==> src/logic/apb_ss_pkg.sv <==
//====================================================================
// APB subsystem shared definitions
// Address map, register offsets, bus widths and protocol codes
//====================================================================
`default_nettype none

package apb_ss_pkg;

  // Bus widths
  localparam int AHB_ADDR_W = 32;
  localparam int AHB_DATA_W = 32;
  localparam int PADDR_W    = 2;          // Word offset inside a slot
  localparam int GPIO_W     = 16;

  // 4 KB slot decode on haddr[15:12]
  localparam int                SLOT_LSB  = 12;
  localparam int                SLOT_W    = 4;
  localparam int                OFS_LSB   = 2;
  localparam logic [SLOT_W-1:0] SLOT_GPIO = 4'd0;
  localparam logic [SLOT_W-1:0] SLOT_SPI  = 4'd1;

  // GPIO register offsets
  localparam logic [PADDR_W-1:0] GPIO_OUT_OFS = 2'd0;
  localparam logic [PADDR_W-1:0] GPIO_OE_OFS  = 2'd1;
  localparam logic [PADDR_W-1:0] GPIO_IN_OFS  = 2'd2;
  localparam logic [PADDR_W-1:0] GPIO_INT_OFS = 2'd3;

  // SPI register offsets
  localparam logic [PADDR_W-1:0] SPI_CTRL_OFS = 2'd0;
  localparam logic [PADDR_W-1:0] SPI_TX_OFS   = 2'd1;
  localparam logic [PADDR_W-1:0] SPI_RX_OFS   = 2'd2;
  localparam logic [PADDR_W-1:0] SPI_STAT_OFS = 2'd3;

  // AHB transfer types and responses
  localparam logic [1:0] HTRANS_IDLE   = 2'b00;
  localparam logic [1:0] HTRANS_BUSY   = 2'b01;
  localparam logic [1:0] HTRANS_NONSEQ = 2'b10;
  localparam logic [1:0] HTRANS_SEQ    = 2'b11;
  localparam logic [1:0] HRESP_OKAY    = 2'b00;
  localparam logic [1:0] HRESP_ERROR   = 2'b01;

  // SPI frame and control fields
  localparam int SPI_DIV_W  = 8;
  localparam int SPI_BITS   = 8;
  localparam int SPI_CNT_W  = 3;          // Bit counter, log2 of SPI_BITS
  localparam int SPI_EN_BIT = 8;          // Enable sits just above the divider

  // Bridge FSM states
  localparam int                    BR_STATE_W = 3;
  localparam logic [BR_STATE_W-1:0] BR_IDLE    = 3'd0;
  localparam logic [BR_STATE_W-1:0] BR_SETUP   = 3'd1;
  localparam logic [BR_STATE_W-1:0] BR_ACCESS  = 3'd2;
  localparam logic [BR_STATE_W-1:0] BR_ERR1    = 3'd3;   // hready low, ERROR
  localparam logic [BR_STATE_W-1:0] BR_ERR2    = 3'd4;   // hready high, ERROR

endpackage

`default_nettype wire

==> src/logic/ahb_apb_bridge.sv <==
//====================================================================
// AHB-Lite to APB bridge
// Single word transfers, 4 KB slot decode, two-cycle error response
//====================================================================
`timescale 1ns/100ps
`default_nettype none

module ahb_apb_bridge
  import apb_ss_pkg::*;
(
  input  logic                  tb_hclk27,
  input  logic                  hresetn27,
  // AHB-Lite slave side
  input  logic                  i_hsel,
  input  logic [AHB_ADDR_W-1:0] i_haddr,
  input  logic [1:0]            i_htrans,
  input  logic                  i_hwrite,
  input  logic [AHB_DATA_W-1:0] i_hwdata,
  input  logic                  i_hready_in,
  output logic [AHB_DATA_W-1:0] o_hrdata,
  output logic                  o_hready,
  output logic [1:0]            o_hresp,
  // APB master side
  output logic [PADDR_W-1:0]    o_paddr,
  output logic                  o_pwrite,
  output logic [AHB_DATA_W-1:0] o_pwdata,
  output logic                  o_psel_gpio,
  output logic                  o_psel_spi,
  output logic                  o_penable,
  input  logic [AHB_DATA_W-1:0] i_prdata_gpio,
  input  logic [AHB_DATA_W-1:0] i_prdata_spi
);

  logic [BR_STATE_W-1:0] state_q;
  logic [BR_STATE_W-1:0] state_d;
  logic                  trans_ok;
  logic                  hready_int;
  logic                  accept;
  logic [SLOT_W-1:0]     slot;
  logic                  hit_gpio;
  logic                  hit_spi;
  logic                  write_q;
  logic                  sel_gpio_q;
  logic                  sel_spi_q;
  logic [PADDR_W-1:0]    paddr_q;
  logic [AHB_DATA_W-1:0] pwdata_q;
  logic [AHB_DATA_W-1:0] hrdata_q;
  logic [AHB_DATA_W-1:0] prdata_mux;

  // ==================================================================
  // Address phase
  // ==================================================================
  always_comb begin
    case (i_htrans)
      HTRANS_NONSEQ, HTRANS_SEQ: trans_ok = 1'b1;
      HTRANS_IDLE, HTRANS_BUSY:  trans_ok = 1'b0;   // No transfer to serve
      default:                   trans_ok = 1'b0;
    endcase
  end

  // Ready in idle and in the last error cycle
  assign hready_int = (state_q == BR_IDLE) || (state_q == BR_ERR2);
  assign accept     = i_hsel && i_hready_in && trans_ok && hready_int;

  assign slot     = i_haddr[SLOT_LSB +: SLOT_W];
  assign hit_gpio = (slot == SLOT_GPIO);
  assign hit_spi  = (slot == SLOT_SPI);

  // ==================================================================
  // Transfer FSM
  // ==================================================================
  always_comb begin
    state_d = state_q;
    case (state_q)
      BR_SETUP:  state_d = BR_ACCESS;
      BR_ACCESS: state_d = BR_IDLE;
      BR_ERR1:   state_d = BR_ERR2;
      default: begin                          // Idle or error tail
        if (accept) begin
          state_d = (hit_gpio || hit_spi) ? BR_SETUP : BR_ERR1;
        end else begin
          state_d = BR_IDLE;
        end
      end
    endcase
  end

  always_ff @(posedge tb_hclk27) begin
    if (!hresetn27) begin
      state_q    <= BR_IDLE;
      write_q    <= 1'b0;
      sel_gpio_q <= 1'b0;
      sel_spi_q  <= 1'b0;
    end else begin
      state_q <= state_d;
      if (accept) begin
        write_q    <= i_hwrite;
        sel_gpio_q <= hit_gpio;             // Both low on unmapped slot
        sel_spi_q  <= hit_spi;
      end
    end
  end

  // Payload: offset, write data, read data
  always_ff @(posedge tb_hclk27) begin
    if (accept) begin
      paddr_q <= i_haddr[OFS_LSB +: PADDR_W];
    end
    if (state_q == BR_SETUP) begin
      pwdata_q <= i_hwdata;                 // First data-phase cycle
    end
    if ((state_q == BR_ACCESS) && !write_q) begin
      hrdata_q <= prdata_mux;
    end
  end

  // ==================================================================
  // APB drive and AHB response
  // ==================================================================
  assign prdata_mux = sel_spi_q ? i_prdata_spi : i_prdata_gpio;

  assign o_paddr     = paddr_q;
  assign o_pwrite    = write_q;
  assign o_pwdata    = (state_q == BR_SETUP) ? i_hwdata : pwdata_q;
  assign o_penable   = (state_q == BR_ACCESS);
  assign o_psel_gpio = sel_gpio_q && ((state_q == BR_SETUP) || (state_q == BR_ACCESS));
  assign o_psel_spi  = sel_spi_q && ((state_q == BR_SETUP) || (state_q == BR_ACCESS));

  assign o_hready = hready_int;
  assign o_hrdata = hrdata_q;
  assign o_hresp  = ((state_q == BR_ERR1) || (state_q == BR_ERR2)) ? HRESP_ERROR : HRESP_OKAY;

endmodule

`default_nettype wire

==> src/logic/apb_gpio.sv <==
//====================================================================
// APB GPIO, 16 pins
// Output and enable registers, synchronized input, edge interrupts
//====================================================================
`timescale 1ns/100ps
`default_nettype none

module apb_gpio
  import apb_ss_pkg::*;
(
  input  logic                  tb_hclk27,
  input  logic                  hresetn27,
  input  logic                  i_psel,
  input  logic                  i_penable,
  input  logic                  i_pwrite,
  input  logic [PADDR_W-1:0]    i_paddr,
  input  logic [AHB_DATA_W-1:0] i_pwdata,
  output logic [AHB_DATA_W-1:0] o_prdata,
  input  logic [GPIO_W-1:0]     i_gpio_in,
  output logic [GPIO_W-1:0]     o_gpio_out,
  output logic [GPIO_W-1:0]     o_gpio_n_oe,
  output logic                  o_irq
);

  logic [GPIO_W-1:0] out_q;
  logic [GPIO_W-1:0] oe_q;                   // 1 drives the pin
  logic [GPIO_W-1:0] sync1_q;
  logic [GPIO_W-1:0] sync2_q;
  logic [GPIO_W-1:0] in_q;                   // IN register
  logic [GPIO_W-1:0] in_d_q;                 // IN one cycle back
  logic [GPIO_W-1:0] int_q;
  logic [GPIO_W-1:0] rise;
  logic [GPIO_W-1:0] int_clr;
  logic              wr_en;

  // Write at end of access cycle
  assign wr_en = i_psel && i_penable && i_pwrite;

  assign rise    = in_q & ~in_d_q;
  assign int_clr = (wr_en && (i_paddr == GPIO_INT_OFS)) ? i_pwdata[GPIO_W-1:0] : '0;

  // ==================================================================
  // Registers
  // ==================================================================
  always_ff @(posedge tb_hclk27) begin
    if (!hresetn27) begin
      out_q   <= '0;
      oe_q    <= '0;                         // All pins tri-stated
      sync1_q <= '0;
      sync2_q <= '0;
      in_q    <= '0;
      in_d_q  <= '0;
      int_q   <= '0;
    end else begin
      sync1_q <= i_gpio_in;                  // Two-flop synchronizer
      sync2_q <= sync1_q;
      in_q    <= sync2_q;
      in_d_q  <= in_q;
      // New edge wins over a clear in the same cycle
      int_q   <= (int_q & ~int_clr) | rise;
      if (wr_en && (i_paddr == GPIO_OUT_OFS)) begin
        out_q <= i_pwdata[GPIO_W-1:0];
      end
      if (wr_en && (i_paddr == GPIO_OE_OFS)) begin
        oe_q <= i_pwdata[GPIO_W-1:0];
      end
    end
  end

  // ==================================================================
  // Read mux and pins
  // ==================================================================
  always_comb begin
    o_prdata = '0;
    case (i_paddr)
      GPIO_OUT_OFS: o_prdata[GPIO_W-1:0] = out_q;
      GPIO_OE_OFS:  o_prdata[GPIO_W-1:0] = oe_q;
      GPIO_IN_OFS:  o_prdata[GPIO_W-1:0] = in_q;
      GPIO_INT_OFS: o_prdata[GPIO_W-1:0] = int_q;
      default:      o_prdata = '0;
    endcase
  end

  assign o_gpio_out  = out_q;
  assign o_gpio_n_oe = ~oe_q;                // Active-low enable
  assign o_irq       = |int_q;

endmodule

`default_nettype wire

==> src/logic/apb_spi_master.sv <==
//====================================================================
// APB SPI master, mode 0, 8-bit frames, one slave select
// Divider sets each SCLK half-period to div+1 clocks
//====================================================================
`timescale 1ns/100ps
`default_nettype none

module apb_spi_master
  import apb_ss_pkg::*;
(
  input  logic                  tb_hclk27,
  input  logic                  hresetn27,
  input  logic                  i_psel,
  input  logic                  i_penable,
  input  logic                  i_pwrite,
  input  logic [PADDR_W-1:0]    i_paddr,
  input  logic [AHB_DATA_W-1:0] i_pwdata,
  output logic [AHB_DATA_W-1:0] o_prdata,
  output logic                  o_sclk,
  output logic                  o_mosi,
  output logic                  o_n_ss,
  input  logic                  i_miso,
  output logic                  o_irq
);

  logic [SPI_DIV_W-1:0] div_q;
  logic                 en_q;
  logic [SPI_BITS-1:0]  tx_q;
  logic [SPI_BITS-1:0]  rx_q;
  logic [SPI_BITS-1:0]  shift_q;            // TX out at MSB, RX in at LSB
  logic                 miso_q;             // Sampled on rising SCLK
  logic [SPI_DIV_W-1:0] div_cnt_q;
  logic [SPI_CNT_W-1:0] bit_cnt_q;
  logic                 busy_q;
  logic                 done_q;
  logic                 sclk_q;
  logic                 n_ss_q;
  logic                 wr_en;
  logic                 rd_rx;
  logic                 start;
  logic                 half_done;
  logic                 frame_end;

  assign wr_en     = i_psel && i_penable && i_pwrite;
  assign rd_rx     = i_psel && i_penable && !i_pwrite && (i_paddr == SPI_RX_OFS);
  assign start     = wr_en && (i_paddr == SPI_TX_OFS) && en_q && !busy_q;
  assign half_done = busy_q && (div_cnt_q == div_q);
  // Last falling edge closes the frame
  assign frame_end = half_done && sclk_q && (bit_cnt_q == SPI_CNT_W'(SPI_BITS - 1));

  // ==================================================================
  // Control, shifter and status
  // ==================================================================
  always_ff @(posedge tb_hclk27) begin
    if (!hresetn27) begin
      div_q     <= '0;
      en_q      <= 1'b0;
      tx_q      <= '0;
      rx_q      <= '0;
      shift_q   <= '0;
      miso_q    <= 1'b0;
      div_cnt_q <= '0;
      bit_cnt_q <= '0;
      busy_q    <= 1'b0;
      done_q    <= 1'b0;
      sclk_q    <= 1'b0;
      n_ss_q    <= 1'b1;
    end else begin
      if (wr_en && (i_paddr == SPI_CTRL_OFS)) begin
        div_q <= i_pwdata[SPI_DIV_W-1:0];
        en_q  <= i_pwdata[SPI_EN_BIT];
      end
      if (start) begin
        tx_q      <= i_pwdata[SPI_BITS-1:0];
        shift_q   <= i_pwdata[SPI_BITS-1:0];  // MSB on MOSI at once
        busy_q    <= 1'b1;
        n_ss_q    <= 1'b0;
        sclk_q    <= 1'b0;
        div_cnt_q <= '0;
        bit_cnt_q <= '0;
      end else if (busy_q) begin
        if (half_done) begin
          div_cnt_q <= '0;
          sclk_q    <= ~sclk_q;
          if (!sclk_q) begin
            miso_q <= i_miso;                 // Rising edge
          end else begin
            shift_q   <= {shift_q[SPI_BITS-2:0], miso_q};   // Falling edge
            bit_cnt_q <= bit_cnt_q + 1'b1;
          end
          if (frame_end) begin
            rx_q   <= {shift_q[SPI_BITS-2:0], miso_q};
            busy_q <= 1'b0;
            n_ss_q <= 1'b1;
          end
        end else begin
          div_cnt_q <= div_cnt_q + 1'b1;
        end
      end
      // Sticky done, reading RX clears it
      if (frame_end) begin
        done_q <= 1'b1;
      end else if (rd_rx) begin
        done_q <= 1'b0;
      end
    end
  end

  // ==================================================================
  // Read mux and pins
  // ==================================================================
  always_comb begin
    o_prdata = '0;
    case (i_paddr)
      SPI_CTRL_OFS: o_prdata[SPI_EN_BIT:0] = {en_q, div_q};
      SPI_TX_OFS:   o_prdata[SPI_BITS-1:0] = tx_q;
      SPI_RX_OFS:   o_prdata[SPI_BITS-1:0] = rx_q;
      SPI_STAT_OFS: o_prdata[1:0]          = {done_q, busy_q};
      default:      o_prdata = '0;
    endcase
  end

  assign o_sclk = sclk_q;
  assign o_mosi = shift_q[SPI_BITS-1];
  assign o_n_ss = n_ss_q;
  assign o_irq  = done_q;

endmodule

`default_nettype wire

==> src/logic/apb_subsystem.sv <==
//====================================================================
// APB subsystem top
// AHB-Lite slave port into the bridge, GPIO and SPI on the APB side
//====================================================================
`timescale 1ns/100ps
`default_nettype none

module apb_subsystem
  import apb_ss_pkg::*;
(
  input  logic                  tb_hclk27,
  input  logic                  hresetn27,
  // AHB-Lite slave port
  input  logic                  i_hsel,
  input  logic [AHB_ADDR_W-1:0] i_haddr,
  input  logic [1:0]            i_htrans,
  input  logic                  i_hwrite,
  input  logic [AHB_DATA_W-1:0] i_hwdata,
  input  logic                  i_hready_in,
  output logic [AHB_DATA_W-1:0] o_hrdata,
  output logic                  o_hready,
  output logic [1:0]            o_hresp,
  // GPIO pins
  input  logic [GPIO_W-1:0]     i_gpio_in,
  output logic [GPIO_W-1:0]     o_gpio_out,
  output logic [GPIO_W-1:0]     o_gpio_n_oe,
  // SPI pins
  output logic                  o_sclk,
  output logic                  o_mosi,
  output logic                  o_n_ss,
  input  logic                  i_miso,
  // Interrupts
  output logic                  o_gpio_irq,
  output logic                  o_spi_irq
);

  // Shared APB lines
  logic [PADDR_W-1:0]    paddr;
  logic                  pwrite;
  logic [AHB_DATA_W-1:0] pwdata;
  logic                  penable;
  // Per-slot select and read data
  logic                  psel_gpio;
  logic                  psel_spi;
  logic [AHB_DATA_W-1:0] prdata_gpio;
  logic [AHB_DATA_W-1:0] prdata_spi;

  ahb_apb_bridge ahb_apb_bridge_inst (
    .tb_hclk27     (tb_hclk27),
    .hresetn27     (hresetn27),
    .i_hsel        (i_hsel),
    .i_haddr       (i_haddr),
    .i_htrans      (i_htrans),
    .i_hwrite      (i_hwrite),
    .i_hwdata      (i_hwdata),
    .i_hready_in   (i_hready_in),
    .o_hrdata      (o_hrdata),
    .o_hready      (o_hready),
    .o_hresp       (o_hresp),
    .o_paddr       (paddr),
    .o_pwrite      (pwrite),
    .o_pwdata      (pwdata),
    .o_psel_gpio   (psel_gpio),
    .o_psel_spi    (psel_spi),
    .o_penable     (penable),
    .i_prdata_gpio (prdata_gpio),
    .i_prdata_spi  (prdata_spi)
  );

  apb_gpio apb_gpio_inst (                   // Slot 0
    .tb_hclk27   (tb_hclk27),
    .hresetn27   (hresetn27),
    .i_psel      (psel_gpio),
    .i_penable   (penable),
    .i_pwrite    (pwrite),
    .i_paddr     (paddr),
    .i_pwdata    (pwdata),
    .o_prdata    (prdata_gpio),
    .i_gpio_in   (i_gpio_in),
    .o_gpio_out  (o_gpio_out),
    .o_gpio_n_oe (o_gpio_n_oe),
    .o_irq       (o_gpio_irq)
  );

  apb_spi_master apb_spi_master_inst (       // Slot 1
    .tb_hclk27 (tb_hclk27),
    .hresetn27 (hresetn27),
    .i_psel    (psel_spi),
    .i_penable (penable),
    .i_pwrite  (pwrite),
    .i_paddr   (paddr),
    .i_pwdata  (pwdata),
    .o_prdata  (prdata_spi),
    .o_sclk    (o_sclk),
    .o_mosi    (o_mosi),
    .o_n_ss    (o_n_ss),
    .i_miso    (i_miso),
    .o_irq     (o_spi_irq)
  );

endmodule

`default_nettype wire

==> config.mk <==
export PLATFORM = sky130hd
export DESIGN_NAME = apb_subsystem
export DESIGN_NICKNAME = d
export VERILOG_FILES = /design/src/logic/apb_ss_pkg.sv /design/src/logic/ahb_apb_bridge.sv /design/src/logic/apb_gpio.sv /design/src/logic/apb_spi_master.sv /design/src/logic/apb_subsystem.sv
export SDC_FILE = /design/constraint.sdc
export NUM_CORES = 1
export LEC_CHECK = 0
export BUFFER_PORTS_ARGS = -buffer_cell sky130_fd_sc_hd__buf_2
export CORE_MARGIN = 2
export CORE_UTILIZATION = 54
export CTS_CLUSTER_SIZE = 12
export DETAILED_ROUTE_END_ITERATION = 16
export PLACE_DENSITY = 0.8
export RECOVER_POWER = 50
export SKIP_LAST_GASP = 1
export SYNTH_ARGS = -nofsm -noshare
export SYNTH_HDL_FRONTEND = slang
export SYNTH_SLANG_ARGS = --single-unit
==> constraint.sdc <==
create_clock -name tb_hclk27 -period 3.3 [get_ports tb_hclk27]
set_input_delay 0.66 -clock tb_hclk27 [delete_from_list [all_inputs] [get_ports tb_hclk27]]
set_output_delay 0.66 -clock tb_hclk27 [all_outputs]
set_load 0.02 [all_outputs]
==> reports/results.ini, run 1 <==
[status]
status=finished, final reports clean

[synth]
yosys-top-cells-count=dfxtp_1 (183), nor2_1 (76), and2_1 (65), mux2i_1 (42), inv_1 (36)
synth_area_leader_cell=dfxtp_1
synth-seq-area-share=0.540
synth_most_common_cell=dfxtp_1
synth_top_area_frac=0.470
ys_top_cells_by_area=dfxtp_1 (47%), edfxtp_1 (6.9%), mux2i_1 (5.4%)
synth.avg_cell_area_um2=10.7
synthCells=725
async_flop_share=0
synth-edff-count=18
synth_cell_types=48
synth-seq-cells=201
synth_warnings=0
synth_ff_type=dfxtp_1
synth_area_mm2=0.00779

[clocking]
cts.reportedPaths.clkPinSlew_ns=0.06
cts_resized=0
hold_buffers=0
cts_buffers=21
cts_tree=built
post-cts-setup-buffers=0
cts-root-buf=clkbuf_16
insertion_delay_ns=0.48
clockBufferDepth=3
htreeDepth=1
numClockSinks=201

[routing]
drt_iter0_markers=353
drc=0
vias=5349
routed_via_density=5.26
wl_mm=16.2
dr.pass1.iters=5
post_drt_wl_per_cell_um=15.9
detail-route-antenna-nets=0

[cells_and_area]
area_delta_synth_final_pct=14.7
fin_util=0.639
fillCellCount=1144
final_nets=918
antenna_cells=0
layout-drive-gt1-share=0.189
final_area_mm2=0.00893

[worst_setup_path]
rrSetupSlack_ns=0.66
cp_max_fo=8
cp-end-kind=flop
arrival_ns=2.99
crit_type=flop to flop
start_kind=flop
r2r-end=apb_spi_master_inst.tx_q[7]
r2r_cells=7
r2r_start=ahb_apb_bridge_inst.state_q[0]
critPathRequiredTime_ns=3.65

[floorplan]
ios=160
core_area_mm2=0.0140
start_util=0.557
die_y_um=124
rows=43
die_w_um=124
dieArea_mm2=0.0154

[sta]
setup_violations=0
slew_violations=0
timing.fmax_mhz=379
timing.slew.headroom=0.0732
rsz0062_at_grt=no
finalHoldViolations=0
finalClockSkew_ns=0.00983
worstMarginPinSlew_ns=1.39
min_period_ns=2.64
tns_ns=0
fin_crit_sh=0.799

[min_path]
worstHoldStart=i_haddr[3]
min_to=ahb_apb_bridge_inst.o_paddr[1]
hp-class=input port to flop
whs_path_depth=1

[global_routing]
grt_max_degree=50
overflow=0
track_usage=0.211
grt_pass1_wl_mm=25.3
antenna_found_initial=0
first_global_vias=4925

[placed_design]
gp_congestion=0.891
place_area_mm2=0.00842
portBuffers=99
dp_hpwl_mm=11.0

[flow_run]
cap_violations=0

[pwr]
leakagePower_nw=3.49
power_density_mw_per_mm2=567
total_power_w=0.00506
peakVddDrop_mv=0.411

-- metrics by stage --
| stage | setup slack, ns | instances | hold WS, ns |
|---|---|---|---|
| finish | 0.662 | 1016 | 0.363 |
| global route | 0.516 | 1016 | 0.361 |
| CTS | 0.996 | 1016 | 0.356 |
| detailed placement | 1.03 | 984 | 0.417 |
| global placement | 1.08 | 984 | 0.414 |
| floorplan | 0.586 | 741 | 0.412 |
-- state kept, by name (all words and copies together), names as in the netlist, 16 cells and up --
name and flops:
ahb_apb_bridge_inst.pwdata_q 16, apb_gpio_inst.sync2_q 16, ahb_apb_bridge_inst.o_hrdata 16, apb_gpio_inst.in_q 16
apb_gpio_inst.int_q 16, apb_gpio_inst.oe_q 16, apb_gpio_inst.in_d_q 16, apb_gpio_inst.o_gpio_out 16
apb_gpio_inst.sync1_q 16
-- layer usage --
metal / global-route usage / vias to the layer above / part of all wire
li1: - / 2640 / -
met1: 0.292 / 2441 / 0.44
met2: 0.338 / 223 / 0.45
met3: 0.0279 / 45 / 0.076
met4: 0.0794 / 0 / 0.035
met5: 0 / - / 0
-- cell usage in the layout (no fill, tap or decap), types with 2 or more instances in the layout --
master     count
xor2_1        12
buf_4         14
o21ai_0       31
nand3b_1       2
inv_1         35
and2_1        51
xnor2_1        4
and3_1         2
conb_1        17
nor2_1        76
nand2b_1      18
nand3_1        6
a21oi_1       30
clkbuf_16     21
nor4_1         4
nand2_1       34
a211oi_1      27
nor3_4         2
nor3b_1        2
nor2b_1        8
edfxtp_1      18
mux4_2        18
clkbuf_8       2
mux2i_1       42
and2_0        14
clkbuf_1      45
ha_1           3
a31oi_1        2
mux2_2         8
nand4_1        5
a211oi_2      14
buf_2         68
dfxtp_1      183
-- worst max-delay path by stage --
stage,end,from,cells after the start,slack (ns)
2_1_floorplan,apb_spi_master_inst.o_irq,ahb_apb_bridge_inst.state_q[1],4,0.59
3_3_place_gp,apb_spi_master_inst.shift_q[7],hresetn27,4,1.08
3_5_place_dp,apb_spi_master_inst.div_q[7],hresetn27,4,1.03
4_1_cts,o_gpio_irq,apb_gpio_inst.int_q[3],3,1.0
5_1_grt,ahb_apb_bridge_inst.o_hrdata[7],ahb_apb_bridge_inst.o_paddr[0],3,0.52
6_report,apb_spi_master_inst.tx_q[7],ahb_apb_bridge_inst.state_q[0],7,0.66
-- final cells by class --
cell class,count,area (um2),area share
flip-flops and latches,201,4200,0.471
multi-input cells,447,3170,0.355
repair buffers,120,588,0.0658
clock buffers,30,579,0.0648
well taps,180,225,0.0252
inverters,36,135,0.0151
clock inverters,2,35.0,0.00392
-- critical path, cell delays in order (launching register included) --
cell and delay, ns:
dfxtp_1 0.41, nor3b_1 0.26, clkbuf_1 0.62, mux2i_1 0.26, clkbuf_1 0.30, inv_1 0.11
o21ai_0 0.46, nor2_1 0.09
-- cell families (layout without fill, tap and decap cells) --
group,count (synthesis),count (layout),share of synthesized area
mux,68,68,0.118
fa+ha+maj,3,3,0.00482
other cells,1,17,0.000481
compound gates,107,107,0.0922
buf+inv,93,188,0.0599
xor+xnor,16,16,0.0180
simple gates,236,236,0.167
flops,201,201,0.540
-- where the power goes --
| group | internal [W] | switching, W | total [W] |
|---|---|---|---|
| registers | 0.00255 | 0.0000302 | 0.00258 |
| logic | 0.000106 | 0.000219 | 0.000326 |
| clock network | 0.00128 | 0.000870 | 0.00215 |
No activity file was read; power rests on OpenSTA's default activity.
==> run 2, diff against run 1 <==
--- a/config.mk
+++ b/config.mk
@@ -5,12 +5,13 @@
 export SDC_FILE = /design/constraint.sdc
 export NUM_CORES = 1
 export LEC_CHECK = 0
+export ABC_AREA = 1
 export BUFFER_PORTS_ARGS = -buffer_cell sky130_fd_sc_hd__buf_2
 export CORE_MARGIN = 2
-export CORE_UTILIZATION = 54
+export CORE_UTILIZATION = 49
 export CTS_CLUSTER_SIZE = 12
 export DETAILED_ROUTE_END_ITERATION = 16
-export PLACE_DENSITY = 0.8
+export PLACE_DENSITY = 0.76
 export RECOVER_POWER = 50
 export SKIP_LAST_GASP = 1
 export SYNTH_ARGS = -nofsm -noshare
==> constraint.sdc (replaced) <==
create_clock -name tb_hclk27 -period 2.3 [get_ports tb_hclk27]
set_input_delay 0.46 -clock tb_hclk27 [delete_from_list [all_inputs] [get_ports tb_hclk27]]
set_output_delay 0.46 -clock tb_hclk27 [all_outputs]
set_load 0.02 [all_outputs]
==> reports/results.ini, run 2 <==
[pwr]
peakVddDrop_mv=0.655  ; was 0.411 mV
switching_share=0.234  ; was 0.221
leakagePower_nw=4.08  ; was 3.49 nW
power_density_mw_per_mm2=820  ; was 567 mW/mm2
comb_power_share=0.063  ; was 0.064
power_frac_seq=0.498  ; was 0.511
p_int_w=0.00570  ; was 0.00394 W
netSwitchingPower_w=0.00174  ; was 0.00112 W
clockPowerShare=0.438  ; was 0.425

[routing]
detail-route-antenna-nets=0  ; unchanged
drt_iter0_markers=553  ; was 353
drc=0  ; unchanged
routed_via_density=5.10  ; was 5.26
wl_mm=19.6  ; was 16.2 mm
vias=6663  ; was 5349
dr.pass1.iters=5  ; unchanged
post_drt_wl_per_cell_um=15.0  ; was 15.9 um

[floorplan]
die_w_um=131  ; was 124 um
core_area_mm2=0.0158  ; was 0.0140 mm2
ios=160  ; unchanged
rows=46  ; was 43
dieArea_mm2=0.0171  ; was 0.0154 mm2
die_y_um=131  ; was 124 um
start_util=0.498  ; was 0.557

[sta]
rsz0062_at_grt=no  ; unchanged
setup_violations=0  ; unchanged
slew_violations=0  ; unchanged
tns_ns=0  ; unchanged
timing.fmax_mhz=467
worstMarginPinSlew_ns=1.23  ; was 1.39 ns
min_period_ns=2.14
finalClockSkew_ns=0.00682  ; was 0.00983 ns
fin_crit_sh=0.932
finalHoldViolations=0  ; unchanged
timing.slew.headroom=0.177  ; was 0.0732

[cells_and_area]
final_nets=1168  ; was 918
final_cell_mix=nand2_1 (240), dfxtp_1 (183), inv_1 (122), nand3_1 (76), a21oi_1 (74)  ; was dfxtp_1 (183), nor2_1 (76), buf_2 (68), and2_1 (51), clkbuf_1 (45)
fin_util=0.573  ; was 0.639
fin_cells=1306  ; was 1016
area_delta_synth_final_pct=15.1  ; was 14.7%
fillCellCount=1458  ; was 1144
layout-drive-gt1-share=0.135  ; was 0.189
layout_commonest_cell=nand2_1  ; was dfxtp_1
antenna_cells=0  ; unchanged

[global_routing]
overflow=0  ; unchanged
grt_pass1_wl_mm=30.2  ; was 25.3 mm
track_usage=0.228  ; was 0.211
first_global_vias=5870  ; was 4925
grt_max_degree=121  ; was 50
antenna_found_initial=0  ; unchanged

[synth]
synth_cell_types=39  ; was 48
synth-seq-cells=201  ; unchanged
synth.avg_cell_area_um2=8.00  ; was 10.7 um2
synth-edff-count=18  ; unchanged
synth-seq-area-share=0.533  ; was 0.540
synth_area_mm2=0.00788  ; was 0.00779 mm2
synth_warnings=0  ; unchanged
async_flop_share=0  ; unchanged
yosys-top-cells-count=nand2_1 (239), dfxtp_1 (183), inv_1 (120), nand3_1 (76), a21oi_1 (74)  ; was dfxtp_1 (183), nor2_1 (76), and2_1 (65), mux2i_1 (42), inv_1 (36)
synth_ff_type=dfxtp_1  ; unchanged
synth_area_leader_cell=dfxtp_1  ; unchanged
synthCells=986  ; was 725
synth_top_area_frac=0.465  ; was 0.470
ys_top_cells_by_area=dfxtp_1 (46%), nand2_1 (11%), edfxtp_1 (6.9%)  ; was dfxtp_1 (47%), edfxtp_1 (6.9%), mux2i_1 (5.4%)
synth_most_common_cell=nand2_1  ; was dfxtp_1

[clocking]
insertion_delay_ns=0.50  ; was 0.48 ns
hold_buffers=0  ; unchanged
cts_buffers=22  ; was 21
cts_tree=built  ; unchanged
cts-root-buf=clkbuf_16  ; unchanged
htreeDepth=1  ; unchanged
numClockSinks=201  ; unchanged
cts.reportedPaths.clkPinSlew_ns=0.06  ; about the same
post-cts-setup-buffers=0  ; unchanged
clockBufferDepth=3  ; unchanged
cts_resized=0  ; unchanged

[worst_setup_path]
crit_type=flop to output port  ; was flop to flop
cp_slowest_cell=nor4_1  ; was clkbuf_1
r2r-end=apb_gpio_inst.oe_q[3]  ; was apb_spi_master_inst.tx_q[7]
r2r_start=ahb_apb_bridge_inst.o_paddr[1]  ; was ahb_apb_bridge_inst.state_q[0]
critPathMaxStageDelay_ns=0.47  ; was 0.62 ns
critPathRequiredTime_ns=1.84  ; was 3.65 ns
r2r_cells=7  ; unchanged
crit_family=simple AND/OR/NAND/NOR gates  ; was buffers and inverters
arrival_ns=1.68  ; was 2.99 ns
path_cells=nor4_1 > nand4_1 > buf_2  ; was nor3b_1 > clkbuf_1 > mux2i_1 > clkbuf_1 > inv_1 > o21ai_0 > nor2_1
rrSetupSlack_ns=0.25  ; was 0.66 ns
cp_max_fo=3  ; was 8
path_buf_inv=1  ; was 3
cp-end-kind=output port  ; was flop
start_kind=flop  ; unchanged

[min_path]
hp-class=input port to flop  ; unchanged
worstHoldStart=i_gpio_in[10]  ; was i_haddr[3]
whs_path_depth=3  ; was 1
min_to=apb_gpio_inst.sync1_q[10]  ; was ahb_apb_bridge_inst.o_paddr[1]

[flow_run]
cap_violations=0  ; unchanged

[placed_design]
placed_cells=1269  ; was 984
dp_hpwl_mm=13.6  ; was 11.0 mm
portBuffers=99  ; unchanged
gp_congestion=0.917  ; was 0.891

[status]
status=finished, final reports clean  ; unchanged

-- run 2: cell count changes after synthesis, sizes merged, moves of 18 or more --
cell,before,now
and2,65,0
nand2b,18,0
o21ai,31,74
nand2,36,248
a21oi,30,74
a211oi,41,1
mux4,18,0
inv,36,139
nand3,6,76
nor2,77,49
mux2i,42,0
-- run 2: through the flow --
stage                     hold slack (ns)  worst slack [ns]  total power (W)  cell area [um2]
after floorplan                     0.389             0.652          0.00408             7940
after detailed placement            0.396             0.391          0.00425             8490
after global placement              0.392             0.409          0.00424             8490
after global routing                0.127            0.0466          0.00769             9070
final                               0.141             0.157          0.00744             9070
after CTS                           0.125             0.169          0.00749             9160
-- run 2: power by group through the flow --
stage / logic, W / registers [W] / clock network, W
2_1_floorplan: 0.000301 / 0.00378 / 0
3_3_place_gp: 0.000462 / 0.00378 / 0
3_5_place_dp: 0.000467 / 0.00378 / 0
4_1_cts: 0.000471 / 0.00371 / 0.00331
5_1_grt: 0.000508 / 0.00372 / 0.00346
6_report: 0.000470 / 0.00371 / 0.00326
-- run 2: area by class of cell --
cell class / count / area (um2) / share of cell area
sequential: 201 / 4200 / 0.463
multi-input combinational: 599 / 2850 / 0.314
clock buffer: 33 / 642 / 0.0707
timing repair buffer: 114 / 554 / 0.0611
inverter: 139 / 524 / 0.0578
tap: 216 / 270 / 0.0298
clock inverter: 4 / 32.5 / 0.00358
-- run 2: cells by family (layout without fill, tap and decap cells) --
kind of cell / count (synthesis) / after routing / share of synthesized area
AOI/OAI and AO/OA: 181 / 181 / 0.126
other: 1 / 17 / 0.000476
adders and majority gates: 3 / 3 / 0.00476
DFF: 201 / 201 / 0.533
and+or+nand+nor: 395 / 395 / 0.221
xor gates and xnor gates: 3 / 3 / 0.00333
buffers and inverters: 202 / 290 / 0.111
-- run 2: how the worst max path moves through the flow --
stage | startpoint | end | slack [ns] | cells after the start
5_1_grt | apb_gpio_inst.int_q[3] | o_gpio_irq | 0.05 | 3
4_1_cts | apb_gpio_inst.int_q[3] | o_gpio_irq | 0.17 | 3
3_5_place_dp | ahb_apb_bridge_inst.o_paddr[1] | apb_spi_master_inst.tx_q[5] | 0.39 | 8
2_1_floorplan | ahb_apb_bridge_inst.state_q[1] | apb_spi_master_inst.o_irq | 0.65 | 5
6_report | apb_gpio_inst.int_q[3] | o_gpio_irq | 0.16 | 3
3_3_place_gp | ahb_apb_bridge_inst.o_paddr[1] | apb_spi_master_inst.tx_q[3] | 0.41 | 8
-- run 2: routing by layer --
layer | global-route usage | vias up | wire length [um] | part of all wire
met5 | 0 | - | 0 | 0
met4 | 0.0901 | 0 | 770 | 0.039
met3 | 0.0387 | 51 | 1430 | 0.073
met2 | 0.369 | 257 | 8970 | 0.46
met1 | 0.307 | 3022 | 8390 | 0.43
li1 | - | 3333 | - | -
-- run 2: tightest hold or removal path, cell delays in order --
cell     delay, ns
buf_2         0.07
nand2_1       0.04
inv_1         0.04
